===== src/common/mipsCore_defs.svh =====
`ifndef MIPSCORE_DEFS_SVH
`define MIPSCORE_DEFS_SVH

////////////////////////////////////////
// Primary opcodes
////////////////////////////////////////
`define R_TYPE 6'b000000
`define ADDI   6'b001000
`define ADDIU  6'b001001
`define SLTI   6'b001010
`define SLTIU  6'b001011
`define ANDI   6'b001100
`define ORI    6'b001101
`define XORI   6'b001110
`define LUI    6'b001111

////////////////////////////////////////
// R-type funct codes
////////////////////////////////////////
`define SLL    6'b000000
`define SRL    6'b000010
`define SRA    6'b000011
`define MFHI   6'b010000
`define MTHI   6'b010001
`define MFLO   6'b010010
`define MTLO   6'b010011
`define MULT   6'b011000
`define MULTU  6'b011001
`define ADD    6'b100000
`define ADDU   6'b100001
`define SUB    6'b100010
`define SUBU   6'b100011
`define AND    6'b100100
`define OR     6'b100101
`define XOR    6'b100110
`define NOR    6'b100111
`define SLT    6'b101010
`define SLTU   6'b101011

////////////////////////////////////////
// ALU operation codes
////////////////////////////////////////
`define ALU_ADD   4'd0
`define ALU_SUB   4'd1
`define ALU_AND   4'd2
`define ALU_OR    4'd3
`define ALU_XOR   4'd4
`define ALU_NOR   4'd5
`define ALU_SLT   4'd6
`define ALU_SLTU  4'd7
`define ALU_SLL   4'd8
`define ALU_SRL   4'd9
`define ALU_SRA   4'd10
`define ALU_LUI   4'd11
// Multiply codes only steer the HI/LO unit
`define ALU_MULT  4'd12
`define ALU_MULTU 4'd13

`endif

===== src/common/mipsPkg.sv =====
package mipsPkg;

    ////////////////////////////////////////
    // Instruction set field types
    ////////////////////////////////////////

    // Data word, also the raw instruction word
    typedef logic [31:0] wordT;

    // Register number, rs / rt / rd fields
    typedef logic [4:0] regAddrT;

    // Primary opcode, instr[31:26]
    typedef logic [5:0] opcodeT;

    // R-type function field, instr[5:0]
    typedef logic [5:0] functT;

    // Shift amount, instr[10:6]
    typedef logic [4:0] shamtT;

    ////////////////////////////////////////
    // Internal control types
    ////////////////////////////////////////

    // ALU operation select
    // Values come from the ALU_* macros
    typedef logic [3:0] aluOpT;

endpackage


===== src/design/alu.sv =====
`timescale 1ns/1ps
`include "mipsCore_defs.svh"

module alu (
    input  mipsPkg::aluOpT aluOp,
    input  logic           aluSrc,
    input  mipsPkg::wordT  rsData,
    input  mipsPkg::wordT  rtData,
    input  mipsPkg::wordT  instr,
    output mipsPkg::wordT  aluResult
);

    mipsPkg::opcodeT op;
    mipsPkg::shamtT  shamt;
    logic [15:0]     imm;
    logic            zeroExt;
    mipsPkg::wordT   immExt;
    mipsPkg::wordT   srcB;

    // Instruction fields
    assign op    = instr[31:26];
    assign shamt = instr[10:6];
    assign imm   = instr[15:0];

    ////////////////////////////////////////
    // Operand selection
    ////////////////////////////////////////

    // Logical immediates zero-extend, the rest sign-extend
    assign zeroExt = (op == `ANDI) || (op == `ORI) || (op == `XORI);
    assign immExt  = zeroExt ? {16'b0, imm} : {{16{imm[15]}}, imm};
    assign srcB    = aluSrc ? immExt : rtData;

    ////////////////////////////////////////
    // Integer operations
    ////////////////////////////////////////
    always_comb
    begin
        case (aluOp)
            `ALU_ADD:  aluResult = rsData + srcB;
            `ALU_SUB:  aluResult = rsData - srcB;
            `ALU_AND:  aluResult = rsData & srcB;
            `ALU_OR:   aluResult = rsData | srcB;
            `ALU_XOR:  aluResult = rsData ^ srcB;
            `ALU_NOR:  aluResult = ~(rsData | srcB);
            // Set-less-than as 0 or 1
            `ALU_SLT:  aluResult = {31'b0, $signed(rsData) < $signed(srcB)};
            `ALU_SLTU: aluResult = {31'b0, rsData < srcB};
            // Shifts act on rt, never on the immediate
            `ALU_SLL:  aluResult = rtData << shamt;
            `ALU_SRL:  aluResult = rtData >> shamt;
            `ALU_SRA:  aluResult = $signed(rtData) >>> shamt;
            // Low half of the immediate into the upper half
            `ALU_LUI:  aluResult = {srcB[15:0], 16'b0};
            // Multiply codes, handled in the HI/LO unit
            default:   aluResult = '0;
        endcase
    end

endmodule


===== config.mk =====
export PLATFORM = sky130hd
export DESIGN_NAME = alu
export DESIGN_NICKNAME = d
export VERILOG_FILES = /design/src/common/mipsPkg.sv /design/src/design/alu.sv
export VERILOG_INCLUDE_DIRS = /design/src /design/src/common
export SDC_FILE = /design/constraint.sdc
export NUM_CORES = 1
export LEC_CHECK = 0
export BUFFER_PORTS_ARGS = -buffer_cell sky130_fd_sc_hd__buf_2
export CELL_PAD_IN_SITES_DETAIL_PLACEMENT = 0
export CELL_PAD_IN_SITES_GLOBAL_PLACEMENT = 1
export CORE_ASPECT_RATIO = 1.2
export CORE_MARGIN = 2
export CORE_UTILIZATION = 44
export DETAILED_ROUTE_END_ITERATION = 7
export PLACE_DENSITY = 0.82
export RECOVER_POWER = 100
export SLEW_MARGIN = 20
export SYNTH_ARGS = -nofsm -noshare
export SYNTH_HDL_FRONTEND = slang
export SYNTH_SLANG_ARGS = --single-unit

===== constraint.sdc =====
create_clock -name vclk -period 8.3
set_input_delay 1.66 -clock vclk [all_inputs]
set_output_delay 1.66 -clock vclk [all_outputs]
set_load 0.01 [all_outputs]

==> run metrics <==
die span in y=about 160 um; Hold WC Path Type=primary input to output pin; WS Path Type=primary input to output pin; Netlist cell types=83; syn avg cell area=6.799 um2; gpl congestion=roughly 1.0; clock power share=0%; hold depth=5; Slew headroom=~6.2%; Worst Hold Launch=rsData[13]; Register Area=0 um2; Remaining Overflow, GRT=0; vias in the first global route=between 10000 and 15000; CORE AREA=around 21000 um2; Max VDD drop=roughly 0.056 mV; WL/cell=approximately 24 um; synth warn=0; CP required=~6.6 ns; critical path arrival=~6.2 ns; final-report setup violation count=0; first-pass GRT wire length=61.30 mm; Post-Syn Nets=between 1500 and 2000; GRT Overall Usage=35.09%; combinational power share=100.0%; area delta synth->final=6.981%; top cell type's share of synthesized area=a little over an eighth; vias per cell=about 6.7; Clock Buffer Count=0; fill count=between 2000 and 2500; Max-cap violations=0; WL final=about 40 mm; Slew @ Worst Pin=roughly 1.4 ns; Initial Utilization=between 40% and 50%; P_leak=4.383 nW; nets=between 1500 and 2000; cell count after placement=about 1700; CP Max Fanout=16; hold buffers post-CTS=0; Die X=137.1 um; fin crit share=about 95%; part of the power in registers=0%; sequential share of the synthesized area=0%; most frequent cell after synthesis=nor2_1; # Post-CTS Setup Buffers=0; largest cells by area after synthesis=ha_1, mux2i_1, mux4_2, a21oi_1, nor2_1; Pint=281.3 uW; Final Max Tran Viols=0; Mapped Area=about 9400 um2; Final ANT Viol Nets=0; via count=11290; pre-CTS setup slack=a little over 0.9 ns; Hold Fails Final Rpt=0; fraction of power spent switching nets=63.68%; fraction of layout cells with a size suffix above 1=15.79%; Post-Layout Cell Count=1682; Seq cells=0; largest net degree at the start of global routing=just over 80; Fin Setup TNS=0 ns; CP endpoint kind=output pin; most instantiated cells after synthesis=nor2_1, nand2_1, a21oi_1; Pwr per Cell Area=77.39 nW/um2; RSZ-0062 raised after global routing=false; diode count=0; initial antenna violation count=0; Die ar.=~22000 um2; IO buf count=123; P_sw=about 490 uW; Post-route DRC=0; DP HPWL=around 31 mm; status=finished, final reports clean; io pins=between 100 and 150; Cells after Synth=1376; min Tclk post-route=between 7 and 8 ns; PnR worst setup slack=approximately 0.41 ns; area leader, netlist=ha_1; Cell Rows=just under 60; Pre-antenna DRT Iters=6; fmax=about 130 MHz; hold endpoint=aluResult[13]; initial drt markers=1321; # resized after CTS=0; Setup crit start kind=primary input
==> placed cells by master (no fill, tap or decap), types with 18 or more instances in the layout <==
cell type,instances
o21a_1,19
nand3_1,28
buf_4,25
mux4_2,26
o211ai_1,28
nor2_1,150
nand2_1,118
nor3_1,24
mux2_2,45
mux2i_1,81
o21ai_0,108
a211oi_1,22
a221oi_1,19
ha_1,98
buf_2,104
inv_1,99
clkbuf_1,18
a21oi_1,113
==> worst max-delay path by stage <==
stage / cells after the start / end / start
2_1_floorplan: 17 / aluResult[29] / aluSrc
3_3_place_gp: 16 / aluResult[29] / instr[26]
3_5_place_dp: 16 / aluResult[0] / instr[26]
4_1_cts: 16 / aluResult[0] / instr[26]
5_1_grt: 16 / aluResult[31] / instr[26]
6_report: 14 / aluResult[26] / aluSrc
==> area by class of cell <==
type | count | area [um2] | share of cell area [%]
inverters | 101 | 379.1 | 3.788
multi-input cells | 1163 | 8511 | 85.04
well taps | 270 | 337.8 | 3.375
repair buffers | 148 | 780.7 | 7.801
==> worst max-delay path: stages <==
cell	delay, ns
buf_2	0.36
mux2_1	0.49
inv_1	0.13
ha_1	0.48
nand2_1	0.15
nor2_1	0.11
a21oi_1	0.12
o311ai_0	1.17
a21oi_1	0.34
o21ba_1	0.40
mux2i_1	0.16
a211oi_1	0.29
o21ai_0	0.20
clkbuf_1	0.17
==> power groups by stage <==
stage                     sequential, mW  clock [mW]  combinational [mW]
after floorplan                        0           0               0.518
after global placement                 0           0               0.751
after detailed placement               0           0               0.754
after CTS                              0           0               0.758
after global routing                   0           0               0.837
final                                  0           0               0.775
==> routing by layer <==
metal	track usage, %	part of all wire (%)
met3	5.185	9.2
met4	14.10	5.4
met5	0	0
met2	56.15	45
met1	47.04	40
==> through the flow <==
step | area (um2) | power [mW] | util [%] | hold slack, ns
after floorplan | 9355 | 0.5176 | - | 3.649
after global placement | 10040 | 0.7510 | 48.02 | 3.914
after detailed placement | 10040 | 0.7536 | 48.02 | 3.920
after CTS | 10040 | 0.7578 | 48.02 | 3.926
after global routing | 10010 | 0.8369 | 47.89 | 3.991
final | 10010 | 0.7745 | 47.89 | 3.925
==> logic make-up (layout without fill, tap and decap cells) <==
logic type / after synthesis / in the layout / share of synthesized area (%)
and+or+nand+nor: 406 / 406 / 19.75
buffers and inverters: 213 / 249 / 9.228
xor gates and xnor gates: 8 / 8 / 0.7490
adders and majority gates: 100 / 100 / 13.53
AOI/OAI and AO/OA: 492 / 492 / 35.67
muxes: 157 / 157 / 21.06
Note: power is estimated with default switching activity, not from simulation.
