[src/common/mipsCore_defs.svh]
`ifndef MIPSCORE_DEFS_SVH
`define MIPSCORE_DEFS_SVH

////////////////////////////////////////
// Primary opcodes
////////////////////////////////////////
`define R_TYPE 6'b000000
`define ADDI   6'b001000
`define ADDIU  6'b001001
`define SLTI   6'b001010
`define SLTIU  6'b001011
`define ANDI   6'b001100
`define ORI    6'b001101
`define XORI   6'b001110
`define LUI    6'b001111

////////////////////////////////////////
// R-type funct codes
////////////////////////////////////////
`define SLL    6'b000000
`define SRL    6'b000010
`define SRA    6'b000011
`define MFHI   6'b010000
`define MTHI   6'b010001
`define MFLO   6'b010010
`define MTLO   6'b010011
`define MULT   6'b011000
`define MULTU  6'b011001
`define ADD    6'b100000
`define ADDU   6'b100001
`define SUB    6'b100010
`define SUBU   6'b100011
`define AND    6'b100100
`define OR     6'b100101
`define XOR    6'b100110
`define NOR    6'b100111
`define SLT    6'b101010
`define SLTU   6'b101011

////////////////////////////////////////
// ALU operation codes
////////////////////////////////////////
`define ALU_ADD   4'd0
`define ALU_SUB   4'd1
`define ALU_AND   4'd2
`define ALU_OR    4'd3
`define ALU_XOR   4'd4
`define ALU_NOR   4'd5
`define ALU_SLT   4'd6
`define ALU_SLTU  4'd7
`define ALU_SLL   4'd8
`define ALU_SRL   4'd9
`define ALU_SRA   4'd10
`define ALU_LUI   4'd11
// Multiply codes only steer the HI/LO unit
`define ALU_MULT  4'd12
`define ALU_MULTU 4'd13

`endif
[src/common/mipsPkg.sv]
package mipsPkg;

    ////////////////////////////////////////
    // Instruction set field types
    ////////////////////////////////////////

    // Data word, also the raw instruction word
    typedef logic [31:0] wordT;

    // Register number, rs / rt / rd fields
    typedef logic [4:0] regAddrT;

    // Primary opcode, instr[31:26]
    typedef logic [5:0] opcodeT;

    // R-type function field, instr[5:0]
    typedef logic [5:0] functT;

    // Shift amount, instr[10:6]
    typedef logic [4:0] shamtT;

    ////////////////////////////////////////
    // Internal control types
    ////////////////////////////////////////

    // ALU operation select
    // Values come from the ALU_* macros
    typedef logic [3:0] aluOpT;

endpackage

[src/design/registerFile.sv]
`timescale 1ns/1ps

module registerFile (
    input  logic             clk,
    input  logic             reset,
    input  logic             instrValid,
    input  logic             regWrite,
    input  logic             regDst,
    input  mipsPkg::wordT    instr,
    input  mipsPkg::wordT    wdata,
    output mipsPkg::wordT    rsData,
    output mipsPkg::wordT    rtData,
    output logic             wbValid,
    output mipsPkg::regAddrT wbAddr
);

    mipsPkg::wordT    regs [32];
    mipsPkg::regAddrT rs;
    mipsPkg::regAddrT rt;
    mipsPkg::regAddrT rd;

    // Register fields of the word
    assign rs = instr[25:21];
    assign rt = instr[20:16];
    assign rd = instr[15:11];

    // Reads, r0 hardwired to zero
    assign rsData = (rs == '0) ? '0 : regs[rs];
    assign rtData = (rt == '0) ? '0 : regs[rt];

    // Write port, also the core's write-back outputs
    assign wbAddr  = regDst ? rd : rt;
    assign wbValid = instrValid && regWrite && !reset;

    always_ff @(posedge clk)
    begin
        if (reset)
        begin
            for (int i = 0; i < 32; i++)
                regs[i] <= '0;
        end
        // Writes to r0 are dropped
        else if (wbValid && (wbAddr != '0))
            regs[wbAddr] <= wdata;
    end

endmodule

[config.mk]
export PLATFORM = sky130hd
export DESIGN_NAME = registerFile
export DESIGN_NICKNAME = d
export VERILOG_FILES = /design/src/common/mipsCore_defs.svh /design/src/common/mipsPkg.sv /design/src/design/registerFile.sv
export SDC_FILE = /design/constraint.sdc
export NUM_CORES = 2
export LEC_CHECK = 0
export BUFFER_PORTS_ARGS = -buffer_cell sky130_fd_sc_hd__buf_4
export CORE_UTILIZATION = 63
export DETAILED_ROUTE_END_ITERATION = 8
export PLACE_DENSITY = 0.8
export RECOVER_POWER = 25
export SKIP_LAST_GASP = 1
export SYNTH_ARGS = -nofsm -noshare
export SYNTH_HDL_FRONTEND = slang
export SYNTH_SLANG_ARGS = --single-unit
[constraint.sdc]
create_clock -name clk -period 2.8 [get_ports clk]
set_clock_uncertainty 0.15 [all_clocks]
set_input_delay 0.42 -clock clk [delete_from_list [all_inputs] [get_ports clk]]
set_output_delay 0.42 -clock clk [all_outputs]
set_load 0.05 [all_outputs]
==> key figures <==
Status
  • Status: complete, but fails checks
  • Violated checks: max-capacitance violations, max-slew violations, negative setup slack

Floorplan
  • Die Ht: 297.0 µm
  • # IOs: 139
  • Row count: 107
  • Chip Width: 297.0 µm
  • Placeable core area: 0.08568 mm²
  • Die area: 0.08822 mm²
  • Starting density of the core: 64.00%

STA
  • Max_slew headroom: -52.75%
  • Fmax: 0.3302 GHz
  • Setup ws final: -228.8 ps
  • Fin crit period: 3029 ps
  • Setup violators final: 159
  • Slew Limit Fails: 44
  • RSZ-0062 raised after global routing: yes
  • Worst Tran Pin Value: 2291 ps
  • Final Cycle Share: 108.2%
  • Hold Fails Final Rpt: 0
  • Setup TNS: -13,170 ps

Clocking
  • Clock sinks: 1,024
  • TritonCTS buffer count: 107
  • H-tree lvl count: 3
  • Worst-path clk slew: 60 ps
  • Clk root buf: clkbuf_16
  • Post-CTS Hold Buffers: 0
  • CTS tree: yes
  • CTS Buffer Depth: 3

Critical path
  • Worst Path Max Fanout: 2
  • CP Data Required Time: 2230 ps
  • Critical path's slowest cell: mux4_2
  • Critical-path cell list: mux4_2 > a22oi_1 > buf_4 > a311oi_4 > buf_6
  • CP Launch Type: flop
  • Setup CP Type: flop to output pin
  • Critical Path End Type: output pin
  • Crit-path max cell delay: 520 ps
  • Critical Path AT: 2460 ps

GRT
  • Gr usage total: 41.03%
  • Vias in the first global route: 38,920
  • First-pass GRT wire length: 258,800 µm
  • Global routing's busiest layer: met2
  • GR Util met2: 62.49%
  • Largest net degree at the start of global routing: 44
  • Initial antenna violation count: 7
  • Aggregate global routing overflow: 0
  • Met1 usage: 52.83%
  • Routing usage on met3: 8.596%

Placement
  • Placed cell areas: 0.06270 mm²
  • RePlAce Congestion: 0.9708
  • DPL Wire Length: 119,100 µm
  • IO Port Bufs: 121
  • Pre-CTS WS: -443.1 ps

Detailed routing
  • Via/cell ratio: 7.191
  • DR iter-0 viols: 5,616
  • Total number of vias: 38,180
  • DRC violations left: 0
  • Total Routed Length: 182,500 µm
  • Final ANT Viol Nets: 0
  • Initial DRT Pass Iterations: 5
  • Wire per inst: 34.37 µm

Run
  • Max Cap Viol: 1

Finish
  • Post-layout utilization of the core: 79.16%
  • Fillers: 4,505
  • # nets final: 4,145
  • Share of cells above drive strength 1: 40.83%
  • Reg with most FFs: regs
  • Regs by FF count: regs (1024)
  • Design area: 0.06783 mm²
  • Largest register FFs: 1,024
  • P&R area growth vs syn: 23.69%

Yosys
  • Area contributors post-synth: edfxtp_1, mux4_2, and2_1
  • Synth top area share: 56.08%
  • Post-synth EDFFs: 1,024
  • Count leader, synth: edfxtp_1
  • Netlist cell types: 36
  • Asr flop ratio synth: 0%
  • Compound-Gate Fraction of Synth Area: 5.136%
  • Adder-cell share of the synthesized area: 0%
  • Post-Synth XOR/XNOR Area: 0%
  • Syn Std Cell Area: 0.05484 mm²
  • Largest area contributor in the synthesized netlist: edfxtp_1
  • Ys Warns: 0
  • Largest family of logic cells by synthesized area: multiplexers
  • Simple-gate share of the synthesized area: 13.33%
  • Synthesized area per cell: 15.11 µm²
  • Mapped Cells: 3,628
  • Top FF cell, synth: edfxtp_1
  • Mux share of post-synthesis cell area: 22.11%
  • Seq/Total Area, Yosys: 56.08%
  • Synth Register Bits: 1,024
  • Synth top cells by count: edfxtp_1, and2_1, mux4_2

Min path
  • Hold path depth: 2
  • HP Class: primary input to flop

Power and ir drop
  • Total Power: 38.66 mW
  • IR drop worst, VDD: 0.7637 mV
  • Leakage dissipation: 24.31 nW
  • Cell area power density: 570.0 mW/mm²
[worst max-delay path: cells and delay by family (launching register included)]
kind	cells	cell delay (ps)
buffers and inverters	2	420
muxes	1	520
AOI/OAI and AO/OA	2	390
DFF	1	430
[area by class of cell]
| type | count | area, µm² | share of cell area, % |
|---|---|---|---|
| clock buffers | 133 | 2796 | 4.123 |
| flip-flops and latches | 1024 | 30750 | 45.34 |
| inverters | 6 | 25.02 | 0.03689 |
| clock inverters | 61 | 533.0 | 0.7859 |
| diodes | 5 | 12.51 | 0.01845 |
| multi-input cells | 2231 | 25020 | 36.88 |
| repair buffers | 706 | 7261 | 10.71 |
| well taps | 1144 | 1431 | 2.110 |
[layer usage]
metal | vias to the layer above | wire [µm]
met1 | 19210 | 60680
li1 | 14970 | -
met2 | 3303 | 83560
met3 | 693 | 23250
met4 | 12 | 14930
met5 | - | 78
[worst paths after layout]
path,startpoint,endpoint,slack (ps)
worst min-delay path,wdata[22],regs[6][22]$_SDFFCE_PN0P_,110
worst max-delay path,regs[22][15]$_SDFFCE_PN0P_,rsData[15],-230
[layout by cell type, fill, tap and decap left out, types with 36 or more instances in the layout]
| cell type | count |
|---|---|
| a311oi_4 | 61 |
| buf_12 | 109 |
| a22oi_1 | 46 |
| o21ai_4 | 36 |
| and2_0 | 68 |
| mux2_4 | 54 |
| a211oi_2 | 55 |
| mux2i_1 | 129 |
| buf_6 | 87 |
| o21ai_2 | 44 |
| and2_1 | 925 |
| mux4_2 | 448 |
| nor2b_1 | 43 |
| buf_4 | 449 |
| clkbuf_16 | 112 |
| edfxtp_1 | 1024 |
[where the power goes]
group,switching [mW],internal [mW]
sequential,0.458,17.7
combinational,3.71,3.01
clock,6.01,7.79
[metrics by stage]
step           cells  hold slack (ps)
2_1_floorplan   3659            468.2
3_3_place_gp    5101            792.2
3_5_place_dp    5101            809.4
4_1_cts         5297            87.52
5_1_grt         5305            117.5
6_report        5310            108.1
[cells by family (layout without fill, tap and decap cells)]
kind of cell           count (synthesis)  in the layout
flip-flops                          1024           1024
AND/OR/NAND/NOR                     1169           1170
other                                  1             37
multiplexers                         643            643
AO/OA/AOI/OAI                        386            386
buffers and inverters                405            906
[timing repair]
action	4_1_cts	5_1_grt
buffers inserted	20	11
setup endpoints to repair	64	64
resized for setup	385	103
endpoints found under the hold margin	0	0
gates cloned	4	4
pin swaps	72	43
Power figures use the tool's default switching activity.
