[config.mk]
export PLATFORM = sky130hd
export DESIGN_NAME = mainDecoder
export DESIGN_NICKNAME = d
export VERILOG_FILES = /design/src/common/mipsPkg.sv /design/src/decoder/mainDecoder.sv
export VERILOG_INCLUDE_DIRS = /design/src /design/src/common
export SDC_FILE = /design/constraint.sdc
export NUM_CORES = 1
export LEC_CHECK = 0
export BUFFER_PORTS_ARGS = -buffer_cell sky130_fd_sc_hd__buf_2
export CAP_MARGIN = 30
export CORE_AREA = 2 2 39 41
export DETAILED_ROUTE_END_ITERATION = 8
export DIE_AREA = 0 0 41 43
export SYNTH_ARGS = -nofsm -noshare
export SYNTH_HDL_FRONTEND = slang
export SYNTH_SLANG_ARGS = --single-unit
[constraint.sdc]
create_clock -name vclk -period 1.09
set_input_delay 0 -clock vclk [all_inputs]
set_output_delay 0 -clock vclk [all_outputs]
set_load 0.02 [all_outputs]
[src/common/mipsCore_defs.svh]
`ifndef MIPSCORE_DEFS_SVH
`define MIPSCORE_DEFS_SVH

////////////////////////////////////////
// Primary opcodes
////////////////////////////////////////
`define R_TYPE 6'b000000
`define ADDI   6'b001000
`define ADDIU  6'b001001
`define SLTI   6'b001010
`define SLTIU  6'b001011
`define ANDI   6'b001100
`define ORI    6'b001101
`define XORI   6'b001110
`define LUI    6'b001111

////////////////////////////////////////
// R-type funct codes
////////////////////////////////////////
`define SLL    6'b000000
`define SRL    6'b000010
`define SRA    6'b000011
`define MFHI   6'b010000
`define MTHI   6'b010001
`define MFLO   6'b010010
`define MTLO   6'b010011
`define MULT   6'b011000
`define MULTU  6'b011001
`define ADD    6'b100000
`define ADDU   6'b100001
`define SUB    6'b100010
`define SUBU   6'b100011
`define AND    6'b100100
`define OR     6'b100101
`define XOR    6'b100110
`define NOR    6'b100111
`define SLT    6'b101010
`define SLTU   6'b101011

////////////////////////////////////////
// ALU operation codes
////////////////////////////////////////
`define ALU_ADD   4'd0
`define ALU_SUB   4'd1
`define ALU_AND   4'd2
`define ALU_OR    4'd3
`define ALU_XOR   4'd4
`define ALU_NOR   4'd5
`define ALU_SLT   4'd6
`define ALU_SLTU  4'd7
`define ALU_SLL   4'd8
`define ALU_SRL   4'd9
`define ALU_SRA   4'd10
`define ALU_LUI   4'd11
// Multiply codes only steer the HI/LO unit
`define ALU_MULT  4'd12
`define ALU_MULTU 4'd13

`endif
[src/common/mipsPkg.sv]
package mipsPkg;

    ////////////////////////////////////////
    // Instruction set field types
    ////////////////////////////////////////

    // Data word, also the raw instruction word
    typedef logic [31:0] wordT;

    // Register number, rs / rt / rd fields
    typedef logic [4:0] regAddrT;

    // Primary opcode, instr[31:26]
    typedef logic [5:0] opcodeT;

    // R-type function field, instr[5:0]
    typedef logic [5:0] functT;

    // Shift amount, instr[10:6]
    typedef logic [4:0] shamtT;

    ////////////////////////////////////////
    // Internal control types
    ////////////////////////////////////////

    // ALU operation select
    // Values come from the ALU_* macros
    typedef logic [3:0] aluOpT;

endpackage

[src/decoder/mainDecoder.sv]
`timescale 1ns/1ps
`include "mipsCore_defs.svh"

module mainDecoder (
    input  mipsPkg::opcodeT op,
    input  mipsPkg::functT  funct,
    output logic            regWrite,
    output logic            regDst,
    output logic            aluSrc,
    output logic            retSrc,
    output logic            hiloWrite,
    output logic            hiloToReg,
    output logic            hiloSrc
);

    // Packed control word in unpack order
    logic [6:0] controls;

    // regWrite  write the register file
    // regDst    destination 0 -> rt, 1 -> rd
    // aluSrc    second operand 0 -> rt, 1 -> immediate
    // retSrc    result 0 -> ALU, 1 -> HI/LO
    // hiloWrite write HI and/or LO
    // hiloToReg HI/LO select 0 -> LO, 1 -> HI
    // hiloSrc   HI/LO source 0 -> product, 1 -> rs move
    assign {regWrite, regDst, aluSrc, retSrc,
            hiloWrite, hiloToReg, hiloSrc} = controls;

    always_comb
    begin
        case (op)
            `R_TYPE:
            begin
                case (funct)
                    // Reads of HI/LO into rd
                    `MFHI: controls = 7'b1101_010;
                    `MFLO: controls = 7'b1101_000;
                    // Moves from rs into HI/LO
                    `MTHI: controls = 7'b0000_111;
                    `MTLO: controls = 7'b0000_101;
                    // Product goes to both halves
                    `MULT, `MULTU: controls = 7'b0000_100;
                    // Plain ALU ops into rd
                    `ADD, `ADDU, `SUB, `SUBU,
                    `AND, `OR, `XOR, `NOR,
                    `SLT, `SLTU,
                    `SLL, `SRL, `SRA: controls = 7'b1100_000;
                    // Unknown funct has no side effect
                    default: controls = 7'b0000_000;
                endcase
            end
            // Immediates write rt from the ALU
            `ADDI, `ADDIU, `ANDI, `ORI, `XORI,
            `SLTI, `SLTIU, `LUI: controls = 7'b1010_000;
            // Unknown opcode
            default: controls = 7'b0000_000;
        endcase
    end

endmodule

==> out/qor.csv, run 1 <==
metric,value,unit
"Avg Cell Area, Syn",8.680,um^2
Fin. Hold Viols,0,
die footprint,1763,um^2
Final Net Count,52,
first-pass GRT wire length,731,um
clock power share,0,
mux contribution to synthesized area,0,
Max Cap Violations,0,
fillcell total,150,
largest net degree at the start of global routing,5,
Synth area leaders,"nand3_4 13%, nor3_4 12%, a211oi_2 9.0%",
routability cong.,0.5878,
Clock Buffer Count,0,
drt drc,0,
Final Critical Period,1.316,ns
crit path capture type,output pin,
Sw Share,0.4772,
violated checks,negative setup slack,
post-synth top area cell,nand3_4,
Final Cycle Share,1.208,
Starting Density,0.1004,
Rows,14,
Post-Syn Area,138.9,um^2
Final Hold Slack,0.2752,ns
largest family of logic cells by synthesized area,simple AND/OR/NAND/NOR gates,
"Slew Viols, Final",0,
Sequential Power Share,0,
worst vdd ir,0.08569,mV
unrepaired setup endpoints after global routing,yes,
Yosys top cell area share,0.1261,
Post-Synth Adder-Cell Area,0.07207,
GRT overflow,0,
vias post-DR,216,
type of origin of the critical path,input port,
internal cell power,0.04130,mW
Comb power frac,1.000,
Avg WL per Cell,8.667,um
Reg area,0,um^2
status,"finished, violations left",
power density cells,224.7,nW/um^2
compound-cell area share of the yosys netlist,0.2162,
syn nets,28,
post-synthesis sequential area ratio,0,
"Worst Setup Slack, final",-0.2263,ns
P_sw,0.03770,mW
Ant. Diodes,0,
Core Area,1384,um^2
vias per inst,4.000,
Tot Pwr,0.07901,mW
critical path type,in -> out,
setup violators final,6,
Die W,41,um
Max-slew headroom,0.8014,
IO buf count,19,
Leakage Power,0.1562,nW
Post-CTS Hold Buffers,0,
Hold WC Path Type,in -> out,
fmax,759.7,MHz
synth warn,0,
worst path required time,1.09,ns
Post-Synth Simple-Gate Area,0.6847,
layout cells sized above 1,0.8158,
Slew @ Worst Pin,0.2972,ns
Syn-to-layout area delta,153.2,%
gr usage total,0.05600,
Post-Route WL,468,um
Seq cells,0,
Cells after Synth,16,
antenna violations before repair,0,
crit path max fanout,4,
post-layout util,0.2541,
unique cell type count in the Yosys netlist,14,
"commonest non-fill, non-tap cells in the layout","11 x buf_2, 6 x buf_6, 5 x buf_4",
num ports,19,
Synth Area in XOR/XNOR,0,
drt first pass iters,1,
Routed Antenna Nets,0,
Die Y,43,um
most common library cell in the layout ignoring fill and taps,buf_2,
DRT iter0 DRCs,0,
vias in the first global route,199,
data arrival time of the worst path,1.32,ns
-- worst max-delay path: stages --
cell,delay (ns)
buf_6,0.09
or4_4,0.54
nor3_4,0.19
nand3_4,0.15
nor3b_4,0.21
buf_6,0.14
-- power groups by stage --
| stage | logic (mW) | registers [mW] | clock network, mW |
|---|---|---|---|
| 6_report | 0.0790 | 0 | 0 |
| 5_1_grt | 0.0878 | 0 | 0 |
| 4_1_cts | 0.0754 | 0 | 0 |
| 3_5_place_dp | 0.0701 | 0 | 0 |
| 3_3_place_gp | 0.0688 | 0 | 0 |
| 2_1_floorplan | 0.0241 | 0 | 0 |
-- area by class of cell --
class	instances	area, um^2	area share
multi-input cells	15	167.7	0.4769
inverters	1	3.754	0.01068
repair buffers	22	160.2	0.4555
well taps	16	20.02	0.05694
-- cells in the mapped netlist, drive strengths merged --
library cell / instances
and2: 1
or4: 1
nor2: 2
maj3: 1
a21o: 1
a211oi: 1
nand2b: 1
inv: 1
nor3: 3
o2bb2ai: 1
nor3b: 2
nand3: 1
-- metrics by stage --
stage / TNS (ns) / setup WS (ns) / area (um^2) / std cells
6_report: -0.9795 / -0.2263 / 351.6 / 54
3_3_place_gp: -1.181 / -0.2503 / 300.3 / 54
3_5_place_dp: -1.293 / -0.2710 / 300.3 / 54
4_1_cts: -1.099 / -0.2450 / 335.3 / 54
5_1_grt: -1.511 / -0.3174 / 351.6 / 54
2_1_floorplan: -0.1953 / -0.05771 / 162.7 / 16
-- repair_timing --
item	4_1_cts	5_1_grt
cloned	0	0
setup buffers	1	0
setup endpoints to repair	6	6
pin swaps	2	1
resized for setup	11	3
-- logic make-up (layout without fill, tap and decap cells) --
| logic type | Yosys count | in the layout |
|---|---|---|
| AND/OR/NAND/NOR | 11 | 11 |
| buffers and inverters | 1 | 23 |
| AO/OA/AOI/OAI | 3 | 3 |
| adder cells (fa/ha/maj) | 1 | 1 |
-- worst paths after layout --
kind,startpoint,endpoint,slack (ns),cells after the start
worst max-delay path,op[5],hiloSrc,-0.23,6
worst min-delay path,op[4],aluSrc,0.28,3
-- metal layers --
layer	GRT usage	vias up	part of all wire
li1	-	105	-
met1	0.06667	95	0.37
met2	0.1094	16	0.48
met3	0	0	0.15
met4	0	0	0
met5	0	-	0
No activity file was read; power rests on OpenSTA's default activity.
==> run 2: changes to the inputs <==
==> constraint.sdc (replaced) <==
create_clock -name vclk -period 1.35
set_input_delay 0 -clock vclk [all_inputs]
set_output_delay 0 -clock vclk [all_outputs]
set_load 0.02 [all_outputs]
==> out/qor.csv, run 2 (same netlist as run 1, synthesis figures left out) <==
metric,value,unit
setup violators final,0,
Rows,14,
Sequential Power Share,0,
vias in the first global route,147,
Worst path slowest cell,or4_4,
IO buf count,19,
power density cells,180.4,nW/um^2
clock power share,0,
antenna violations before repair,0,
Max Cap Violations,0,
crit-path cells,"buf_2, or4_4, nor3_4, nand3_4, a211oi_2, buf_2",
"commonest non-fill, non-tap cells in the layout","19 x buf_2, 2 x nor2_1, 2 x nor3_1",
"Slew Viols, Final",0,
Max-slew headroom,0.8264,
fmax,795.6,MHz
post_cts resized,0,
crit path max fanout,4,
vias post-DR,192,
worst path required time,1.35,ns
drt drc,0,
num ports,19,
Die W,41,um
worst vdd ir,0.05604,mV
first-pass GRT wire length,627,um
Slew @ Worst Pin,0.2599,ns
critical path type,in -> out,
layout cells sized above 1,0.7222,
DRT iter0 DRCs,0,
Top delay family on crit path,simple AND/OR/NAND/NOR gates,
Comb power frac,1.000,
Final Cycle Share,0.9310,
die footprint,1763,um^2
Ant. Diodes,0,
Final Net Count,50,
Leakage Power,0.1312,nW
post-CTS setup buffers,0,
Crit path buffers/inverters,2,
P_sw,0.02442,mW
type of origin of the critical path,input port,
Slowest Stage Delay on Critical Path,0.53,ns
vias per inst,3.692,
Seq cells,0,
most common library cell in the layout ignoring fill and taps,buf_2,
data arrival time of the worst path,1.26,ns
Sw Share,0.5177,
Reg area,0,um^2
routability cong.,0.5961,
Hold WC Path Type,in -> out,
unrepaired setup endpoints after global routing,no,
"most used cell, CP",buf_2,
Routed Antenna Nets,0,
Clock Buffer Count,0,
Syn-to-layout area delta,88.29,%
GRT overflow,0,
internal cell power,0.02275,mW
HPWL Detailed,389.5,um
Fin. Hold Viols,0,
Avg WL per Cell,7.750,um
Core Area,1384,um^2
dpl cell area,261.5,um^2
status,finished clean,
largest net degree at the start of global routing,7,
Final Critical Period,1.257,ns
Die Y,43,um
Inst Count DP,52,
Post-CTS Hold Buffers,0,
crit path capture type,output pin,
drt first pass iters,1,
Setup Total Neg Slack,0,ns
Final Cell Area,261.5,um^2
Starting Density,0.1004,
fillcell total,166,
Post-Route WL,403,um
gr usage total,0.04600,
Non-Filler Instances,52,
==> run 2: path summary, 6_finish.rpt <==
check             cells past startpoint  slack, ns      from         to
setup / recovery                      6       0.09     op[5]  hiloWrite
hold / removal                        3       0.29  funct[0]     retSrc
==> run 2: per-stage QoR <==
stage               power [mW]  hold slack (ns)  utilization  setup WS, ns
global route           0.05232           0.2988       0.1890       0.01761
finish                 0.04717           0.2877       0.1890       0.09313
CTS                    0.04799           0.2893       0.1890       0.08140
global placement       0.04769           0.2835       0.1890       0.07939
floorplan              0.01802          0.05113            -       0.06012
detailed placement     0.04781           0.2877       0.1890       0.08468
==> run 2: worst min-delay path: stages <==
cell and delay [ns]:
buf_2 0.10, nor3_1 0.05, buf_2 0.15
==> run 2: final cells by class <==
cell class         count  area [um^2]  share of cell area
inverters              1        3.754             0.01435
multi-input cells     15        135.1              0.5167
well taps             16        20.02             0.07655
repair buffers        20        102.6              0.3923
==> run 2: metal layers <==
layer	part of all wire	track usage	vias up	routed length, um
met5	0	0	-	0
met4	0	0	0	0
met3	0.14	0	0	56
met2	0.46	0.07188	11	185
met1	0.40	0.07302	79	161
li1	-	-	102	-
==> run 2: power groups by stage <==
stage,clock network [mW],registers [mW],logic [mW]
2_1_floorplan,0,0,0.0180
3_3_place_gp,0,0,0.0477
3_5_place_dp,0,0,0.0478
4_1_cts,0,0,0.0480
5_1_grt,0,0,0.0523
6_report,0,0,0.0472
