[config.mk]
export PLATFORM = sky130hd
export DESIGN_NAME = aluDecoder
export DESIGN_NICKNAME = d
export VERILOG_FILES = /design/src/common/mipsPkg.sv /design/src/decoder/aluDecoder.sv
export VERILOG_INCLUDE_DIRS = /design/src /design/src/common
export SDC_FILE = /design/constraint.sdc
export NUM_CORES = 1
export LEC_CHECK = 0
export ABC_AREA = 1
export ABC_CLOCK_PERIOD_IN_PS = 1450
export BUFFER_PORTS_ARGS = -buffer_cell sky130_fd_sc_hd__clkbuf_2
export CAP_MARGIN = 20
export CORE_AREA = 3 3 40 42
export DETAILED_ROUTE_END_ITERATION = 12
export DIE_AREA = 0 0 43 45
export PLACE_DENSITY_LB_ADDON = 0.25
export SETUP_SLACK_MARGIN = 0.2
export SLEW_MARGIN = 10
export SYNTH_ARGS = -nofsm -noshare
export SYNTH_HDL_FRONTEND = slang
export SYNTH_SLANG_ARGS = --single-unit
[constraint.sdc]
create_clock -name vclk -period 1.45
set_input_delay 0.29 -clock vclk [all_inputs]
set_output_delay 0.29 -clock vclk [all_outputs]
set_load 0.02 [all_outputs]
[src/common/mipsCore_defs.svh]
`ifndef MIPSCORE_DEFS_SVH
`define MIPSCORE_DEFS_SVH

////////////////////////////////////////
// Primary opcodes
////////////////////////////////////////
`define R_TYPE 6'b000000
`define ADDI   6'b001000
`define ADDIU  6'b001001
`define SLTI   6'b001010
`define SLTIU  6'b001011
`define ANDI   6'b001100
`define ORI    6'b001101
`define XORI   6'b001110
`define LUI    6'b001111

////////////////////////////////////////
// R-type funct codes
////////////////////////////////////////
`define SLL    6'b000000
`define SRL    6'b000010
`define SRA    6'b000011
`define MFHI   6'b010000
`define MTHI   6'b010001
`define MFLO   6'b010010
`define MTLO   6'b010011
`define MULT   6'b011000
`define MULTU  6'b011001
`define ADD    6'b100000
`define ADDU   6'b100001
`define SUB    6'b100010
`define SUBU   6'b100011
`define AND    6'b100100
`define OR     6'b100101
`define XOR    6'b100110
`define NOR    6'b100111
`define SLT    6'b101010
`define SLTU   6'b101011

////////////////////////////////////////
// ALU operation codes
////////////////////////////////////////
`define ALU_ADD   4'd0
`define ALU_SUB   4'd1
`define ALU_AND   4'd2
`define ALU_OR    4'd3
`define ALU_XOR   4'd4
`define ALU_NOR   4'd5
`define ALU_SLT   4'd6
`define ALU_SLTU  4'd7
`define ALU_SLL   4'd8
`define ALU_SRL   4'd9
`define ALU_SRA   4'd10
`define ALU_LUI   4'd11
// Multiply codes only steer the HI/LO unit
`define ALU_MULT  4'd12
`define ALU_MULTU 4'd13

`endif
[src/common/mipsPkg.sv]
package mipsPkg;

    ////////////////////////////////////////
    // Instruction set field types
    ////////////////////////////////////////

    // Data word, also the raw instruction word
    typedef logic [31:0] wordT;

    // Register number, rs / rt / rd fields
    typedef logic [4:0] regAddrT;

    // Primary opcode, instr[31:26]
    typedef logic [5:0] opcodeT;

    // R-type function field, instr[5:0]
    typedef logic [5:0] functT;

    // Shift amount, instr[10:6]
    typedef logic [4:0] shamtT;

    ////////////////////////////////////////
    // Internal control types
    ////////////////////////////////////////

    // ALU operation select
    // Values come from the ALU_* macros
    typedef logic [3:0] aluOpT;

endpackage

[src/decoder/aluDecoder.sv]
`timescale 1ns/1ps
`include "mipsCore_defs.svh"

module aluDecoder (
    input  mipsPkg::opcodeT op,
    input  mipsPkg::functT  funct,
    output mipsPkg::aluOpT  aluOp
);

    ////////////////////////////////////////
    // Opcode / funct to ALU code
    ////////////////////////////////////////
    always_comb
    begin
        case (op)
            `R_TYPE:
            begin
                case (funct)
                    // No overflow trap, signed and unsigned add alike
                    `ADD, `ADDU: aluOp = `ALU_ADD;
                    `SUB, `SUBU: aluOp = `ALU_SUB;
                    `AND:        aluOp = `ALU_AND;
                    `OR:         aluOp = `ALU_OR;
                    `XOR:        aluOp = `ALU_XOR;
                    `NOR:        aluOp = `ALU_NOR;
                    `SLT:        aluOp = `ALU_SLT;
                    `SLTU:       aluOp = `ALU_SLTU;
                    // Shifts by shamt
                    `SLL:        aluOp = `ALU_SLL;
                    `SRL:        aluOp = `ALU_SRL;
                    `SRA:        aluOp = `ALU_SRA;
                    // Product signedness for the HI/LO unit
                    `MULT:       aluOp = `ALU_MULT;
                    `MULTU:      aluOp = `ALU_MULTU;
                    // HI/LO moves and unknowns, result unused
                    default:     aluOp = `ALU_ADD;
                endcase
            end
            `ADDI, `ADDIU: aluOp = `ALU_ADD;
            `ANDI:         aluOp = `ALU_AND;
            `ORI:          aluOp = `ALU_OR;
            `XORI:         aluOp = `ALU_XOR;
            `SLTI:         aluOp = `ALU_SLT;
            `SLTIU:        aluOp = `ALU_SLTU;
            `LUI:          aluOp = `ALU_LUI;
            // Nothing gets written for these
            default:       aluOp = `ALU_ADD;
        endcase
    end

endmodule

==> results by group, run 1 <==
Run status
  – Status: completed

Floorplanning
  – Die width: 43 microns
  – Die height: 45 microns
  – Row count: 13
  – Initial core utilization: 25.2%
  – Core ar.: 0.00128 sq mm
  – IO Count: 16
  – Die area: 0.00194 sq mm

Worst setup path
  – Critical path type: in -> out
  – Max Fanout on Critical Path: 3
  – CP arrival: 1100 ps
  – Critical Path Start Type: input pin
  – Data required time at the worst endpoint: 1160 ps
  – CP endpoint kind: output port

Placement
  – Routability Congestion: 0.831
  – Port Buffers: 16
  – Placed cells: 102
  – Setup WS pre-CTS: 21.0 ps
  – Dpl hpwl: 752 microns

Pwr
  – P per Cell Area: 209 mW/mm^2
  – VDD IR max: 0.0000895 V
  – Post-layout total power: 0.118 mW
  – LEAKAGE: 0.315 nW

Global route
  – Largest net degree at the start of global routing: 6
  – GRT Total Usage: 9.95%
  – Vias in the first global route: 406
  – First-pass GRT wire length: 1.57 mm
  – Initial antenna violation count: 0
  – Grt ovf: 0

Logic synthesis
  – Distinct cells, synth: 13
  – Synth top area cells: nand2_1 27%, nand3_1 15%, inv_1 13%
  – Post-synth top area share: 26.6%
  – Mapped Area: 324 sq um
  – Syn Inst Count: 69
  – Syn nets: 81
  – Register area share after synthesis: 0%
  – Synthesized area per cell: 4.70 sq um
  – Yosys warnings: 0
  – Cell taking the most area after synthesis: nand2_1

Layout
  – Layout Cells excl Fill: 102
  – Share of layout cells above drive strength 1: 41.4%
  – Nets: 101
  – Area growth from synthesis to final layout: 74.1%
  – Reg area: 0 sq um
  – Fill cells: 148
  – CLK BUF: 0
  – # diodes: 0
  – Multi-input logic area: 330 sq um
  – FF+latch count: 0

Detailed routing
  – Routed WL per cell: 9.33 microns
  – First-pass DRT Iterations: 4
  – Via count: 470
  – Post-Route WL: 952 microns
  – Iter 0 DRT Violations: 3
  – Detail Route Antenna Nets: 0
  – # DRC: 0
  – Routed vias/inst: 4.61

Timing
  – RSZ-0062 raised after global routing: yes
  – Period utilisation layout: 95.7%
  – Worst setup margin: 62.9 ps
  – Tmin final: 1390 ps
  – Fin. Hold Viols: 0
  – Slew Viols, Final: 0
  – Hold_ws: 1040 ps
  – Slew headroom: 86.4%
  – Actual slew at the worst max-slew pin: 204 ps
  – Final setup violation count: 0
  – Fmax: 721 MHz

Min path
  – Tightest Hold Check Type: in -> out

Clocking
  – Setup bufs post-CTS: 0

Run
  – Max_cap viols: 0
-- report_power, final --
group / total (mW) / leakage, nW / switching (mW) / internal (mW)
logic: 0.118 / 0.315 / 0.0652 / 0.0528
registers: 0 / 0 / 0 / 0
clock network: 0 / 0 / 0 / 0
-- Yosys cell counts --
master   number
nor2_1       11
inv_2         2
nor2_4        2
nand2_1      23
nand4_1       2
nand3_4       1
inv_1        11
o21ai_1       2
nor3b_2       1
a21oi_1       1
nor2_2        2
nand3_1      10
o21ai_0       1
-- final timing paths --
check,from,end,slack (ps),depth (start not counted)
worst max-delay path,op[5],aluOp[3],60,7
worst min-delay path,funct[5],aluOp[0],1040,5
-- cell families (layout without fill, tap and decap cells) --
logic type / after synthesis / in the layout / share of synthesized area (%)
AND/OR/NAND/NOR: 52 / 52 / 78.8
buffers and inverters: 13 / 31 / 15.1
AO/OA/AOI/OAI: 4 / 4 / 6.17
-- placed cells by master (no fill, tap or decap), drive strengths merged --
master and n:
nand2 23, inv 13, a21oi 1, nor2 15
clkbuf 11, nor3b 1, nand4 2, o21ai 3
nand3 11, buf 7
-- timing repair --
action | CTS | global route
endpoints found under the hold margin | 0 | 0
gates resized for setup | 19 | 15
hold buffers | 0 | 0
setup endpoints to repair | 4 | 4
pin swaps | 6 | 7
-- metrics by stage --
step           TNS (ps)  util (%)  instance area (sq um)
2_1_floorplan         0         -                    324
3_3_place_gp          0      34.1                    438
3_5_place_dp          0      34.1                    438
4_1_cts               0      41.0                    527
5_1_grt           -70.4      43.9                    564
6_report              0      43.9                    564
-- area by class of cell --
cell class	count	area share [%]
inverter	13	8.65
tap	15	3.33
multi-input combinational	56	58.5
timing repair buffer	18	29.5
-- critical path, cell delays in order --
cell	delay [ps]
buf_8	100
nor2_4	150
nand3_4	110
nor2_4	160
nand2_2	90
nand3_2	80
buf_8	110
-- per-layer routing --
layer | vias to the layer above | GRT usage, % | wire [microns]
li1 | 256 | - | -
met1 | 199 | 12.4 | 391
met2 | 15 | 20.1 | 493
met3 | 0 | 0.398 | 67
met4 | 0 | 0 | 0
met5 | - | 0 | 0
No activity file was read; power rests on OpenSTA's default activity.
==> run 2: changes to the inputs <==
--- a/config.mk
+++ b/config.mk
@@ -6,7 +6,6 @@
 export SDC_FILE = /design/constraint.sdc
 export NUM_CORES = 1
 export LEC_CHECK = 0
-export ABC_AREA = 1
 export ABC_CLOCK_PERIOD_IN_PS = 1450
 export BUFFER_PORTS_ARGS = -buffer_cell sky130_fd_sc_hd__clkbuf_2
 export CAP_MARGIN = 20
==> run 2 against run 1 <==
Effect of this change:
- the run now ends with negative setup slack left
- utilization fell by 2.4 points
- non-clock buffer count increased by 13
- count of clock-buffer cells in the layout unchanged
- global-route usage down 0.49 points
- maximum frequency fell by 29%
- die area is the same
- hold slack improved by 21 ps
- sequential share of layout area unchanged
- synthesized cell count is 51% lower
- power decreased by 3.1%
- first-iteration DRC count increased to 3.0 times the previous value
- critical endpoint is now aluOp[1]
==> results by group, run 2 <==
Logic synthesis
  – Synth top area cells: nand3b_1 12%, a32o_1 8.2%, nor2b_1 7.7% (was nand2_1 27%, nand3_1 15%, inv_1 13%)
  – Syn nets: 46 (was 81)
  – Register area share after synthesis: 0% (unchanged)
  – Post-synth top area share: 12.2% (was 26.6%)
  – Count leader, synth: nand3b_1 (was nand2_1)
  – Cell taking the most area after synthesis: nand3b_1 (was nand2_1)
  – Syn Inst Count: 34 (was 69)
  – Distinct cells, synth: 25 (was 13)
  – Commonest cells in the netlist: 4 x nand3b_1, 3 x nor2b_1, 3 x nor3_1, 2 x a32o_1, 2 x nor2_1 (was 23 x nand2_1, 11 x inv_1, 11 x nor2_1, 10 x nand3_1)
  – Mapped Area: 245 sq um (was 324 sq um)
  – Yosys warnings: 0 (unchanged)
  – Synthesized area per cell: 7.21 sq um (was 4.70 sq um)

Placement
  – Dpl hpwl: 766 microns (was 752 microns)
  – Setup WS pre-CTS: -544 ps (was 21.0 ps)
  – Routability Congestion: 0.745 (was 0.831)
  – Placed cells: 80 (was 102)
  – Placed inst area: 475 sq um (was 438 sq um)
  – Port Buffers: 16 (unchanged)

Timing
  – RSZ-0062 raised after global routing: yes (unchanged)
  – Slew Viols, Final: 0 (unchanged)
  – Worst setup margin: -496 ps (was 62.9 ps)
  – Fin. Hold Viols: 0 (unchanged)
  – Slew headroom: 77.6% (was 86.4%)
  – Period utilisation layout: 134% (was 95.7%)
  – Tmin final: 1950 ps (was 1390 ps)
  – Hold_ws: 1060 ps (was 1040 ps)
  – Setup_tns: -1560 ps (was 0 ps)
  – Fmax: 514 MHz (was 721 MHz)
  – Actual slew at the worst max-slew pin: 331 ps (was 204 ps)
  – Final setup violation count: 4 (was 0)

Global route
  – Grt ovf: 0 (unchanged)
  – GRT Total Usage: 9.46% (was 9.95%)
  – Vias in the first global route: 378 (was 406)
  – Initial antenna violation count: 0 (unchanged)
  – Largest net degree at the start of global routing: 7 (was 6)
  – First-pass GRT wire length: 1.50 mm (was 1.57 mm)

Worst setup path
  – Max Fanout on Critical Path: 3 (unchanged)
  – Critical path type: in -> out (unchanged)
  – Data required time at the worst endpoint: 1160 ps (about the same)
  – Critical Path Start Type: input pin (unchanged)
  – CP endpoint kind: output port (unchanged)
  – CP arrival: 1660 ps (was 1100 ps)

Floorplanning
  – Die width: 43 microns (unchanged)
  – Core ar.: 0.00128 sq mm (unchanged)
  – Die area: 0.00194 sq mm (unchanged)
  – Die height: 45 microns (unchanged)
  – Initial core utilization: 19.1% (was 25.2%)
  – Row count: 13 (unchanged)
  – IO Count: 16 (unchanged)

Detailed routing
  – Routed vias/inst: 4.99 (was 4.61)
  – Detail Route Antenna Nets: 0 (unchanged)
  – Routed WL per cell: 11.9 microns (was 9.33 microns)
  – Via count: 399 (was 470)
  – Iter 0 DRT Violations: 9 (was 3)
  – First-pass DRT Iterations: 4 (unchanged)
  – # DRC: 0 (unchanged)
  – Post-Route WL: 950 microns (was 952 microns)

Layout
  – Most common cell after layout, fill and taps aside: buf_4 (was nand2_1)
  – Layout Cells excl Fill: 80 (was 102)
  – FF+latch count: 0 (unchanged)
  – Reg area: 0 sq um (unchanged)
  – Nets: 79 (was 101)
  – Share of layout cells above drive strength 1: 64.6% (was 41.4%)
  – Final Cell Area: 533 sq um (was 564 sq um)
  – Commonest non-fill, non-tap cells in the layout: 15 x buf_4, 11 x clkbuf_2, 4 x nand3b_1, 3 x nor2b_1, 3 x clkbuf_8 (was 21 x nand2_1, 10 x inv_1, 9 x nor2_1, 9 x clkbuf_2, 6 x nand3_1)
  – CLK BUF: 0 (unchanged)
  – Area growth from synthesis to final layout: 117% (was 74.1%)
  – # diodes: 0 (unchanged)

Pwr
  – VDD IR max: 0.0000919 V (was 0.0000895 V)
  – Internal Power: 0.0636 mW (was 0.0528 mW)
  – P per Cell Area: 214 mW/mm^2 (was 209 mW/mm^2)
  – Logic pwr share: 100.0% (about the same)
  – Psw: 0.0507 mW (was 0.0652 mW)
  – Sequential share of power: 0% (about the same)
  – Sw frac: 44.4% (was 55.2%)
  – LEAKAGE: 0.243 nW (was 0.315 nW)
  – Clock share of power: 0% (about the same)

Clocking
  – CTS hold repair buffers: 0 (unchanged)
  – Setup bufs post-CTS: 0 (unchanged)

Run
  – Max_cap viols: 0 (unchanged)

Run status
  – Failing checks: negative setup slack
  – Status: finished, violations left (was completed)

Min path
  – Tightest Hold Check Type: in -> out (unchanged)
## run 2: changes by cell type after synthesis, moves of 3 or more
cell      change
nand3b_1      +4
nand3_1       -9
nor2b_1       +3
nand2_1      -22
nor2_1        -9
nor3_1        +3
inv_1        -10
## run 2: cells by family (layout without fill, tap and decap cells)
group                     after synthesis  in the layout  synth area share, %
xor gates and xnor gates                1              1                 3.57
and+or+nand+nor                        21             21                 56.1
buffers and inverters                   1             32                 1.53
AOI/OAI and AO/OA                      11             11                 38.8
## run 2: layer usage
metal | share of wire [%] | global-route usage [%] | vias to the layer above
li1 | - | - | 209
met1 | 47 | 13.1 | 173
met2 | 45 | 16.8 | 17
met3 | 8.3 | 1.20 | 0
met4 | 0 | 0 | 0
met5 | 0 | 0 | -
## run 2: layout make-up
cell class	count	area (sq um)
multi-input combinational	33	275
inverter	1	3.75
timing repair buffer	31	235
fill	134	752
tap	15	18.8
## run 2: worst paths after layout
check	startpoint	endpoint	slack (ps)	cells after the start
setup / recovery	op[3]	aluOp[1]	-500	5
hold / removal	op[3]	aluOp[2]	1060	4
## run 2: worst max-delay path, stage by stage
cell and delay (ps):
buf_6 90, or4_4 530, or4_4 540, nand3_4 90, buf_8 110
## run 2: what timing repair did
action | CTS | global route
gates resized for setup | 12 | 2
hold endpoints to repair | 0 | 0
setup endpoints to repair | 4 | 4
pin swaps | 0 | 0
## run 2: through the flow
stage / total power, mW / utilization (%)
floorplan: 0.0345 / -
global placement: 0.103 / 37.0
detailed placement: 0.104 / 37.0
CTS: 0.112 / 40.9
global route: 0.124 / 41.5
finish: 0.114 / 41.5
## run 2: power by group through the flow
stage                     registers [mW]  logic (mW)  clock network [mW]
after CTS                              0       0.112                   0
after detailed placement               0       0.104                   0
after global routing                   0       0.124                   0
final                                  0       0.114                   0
after floorplan                        0      0.0345                   0
after global placement                 0       0.103                   0
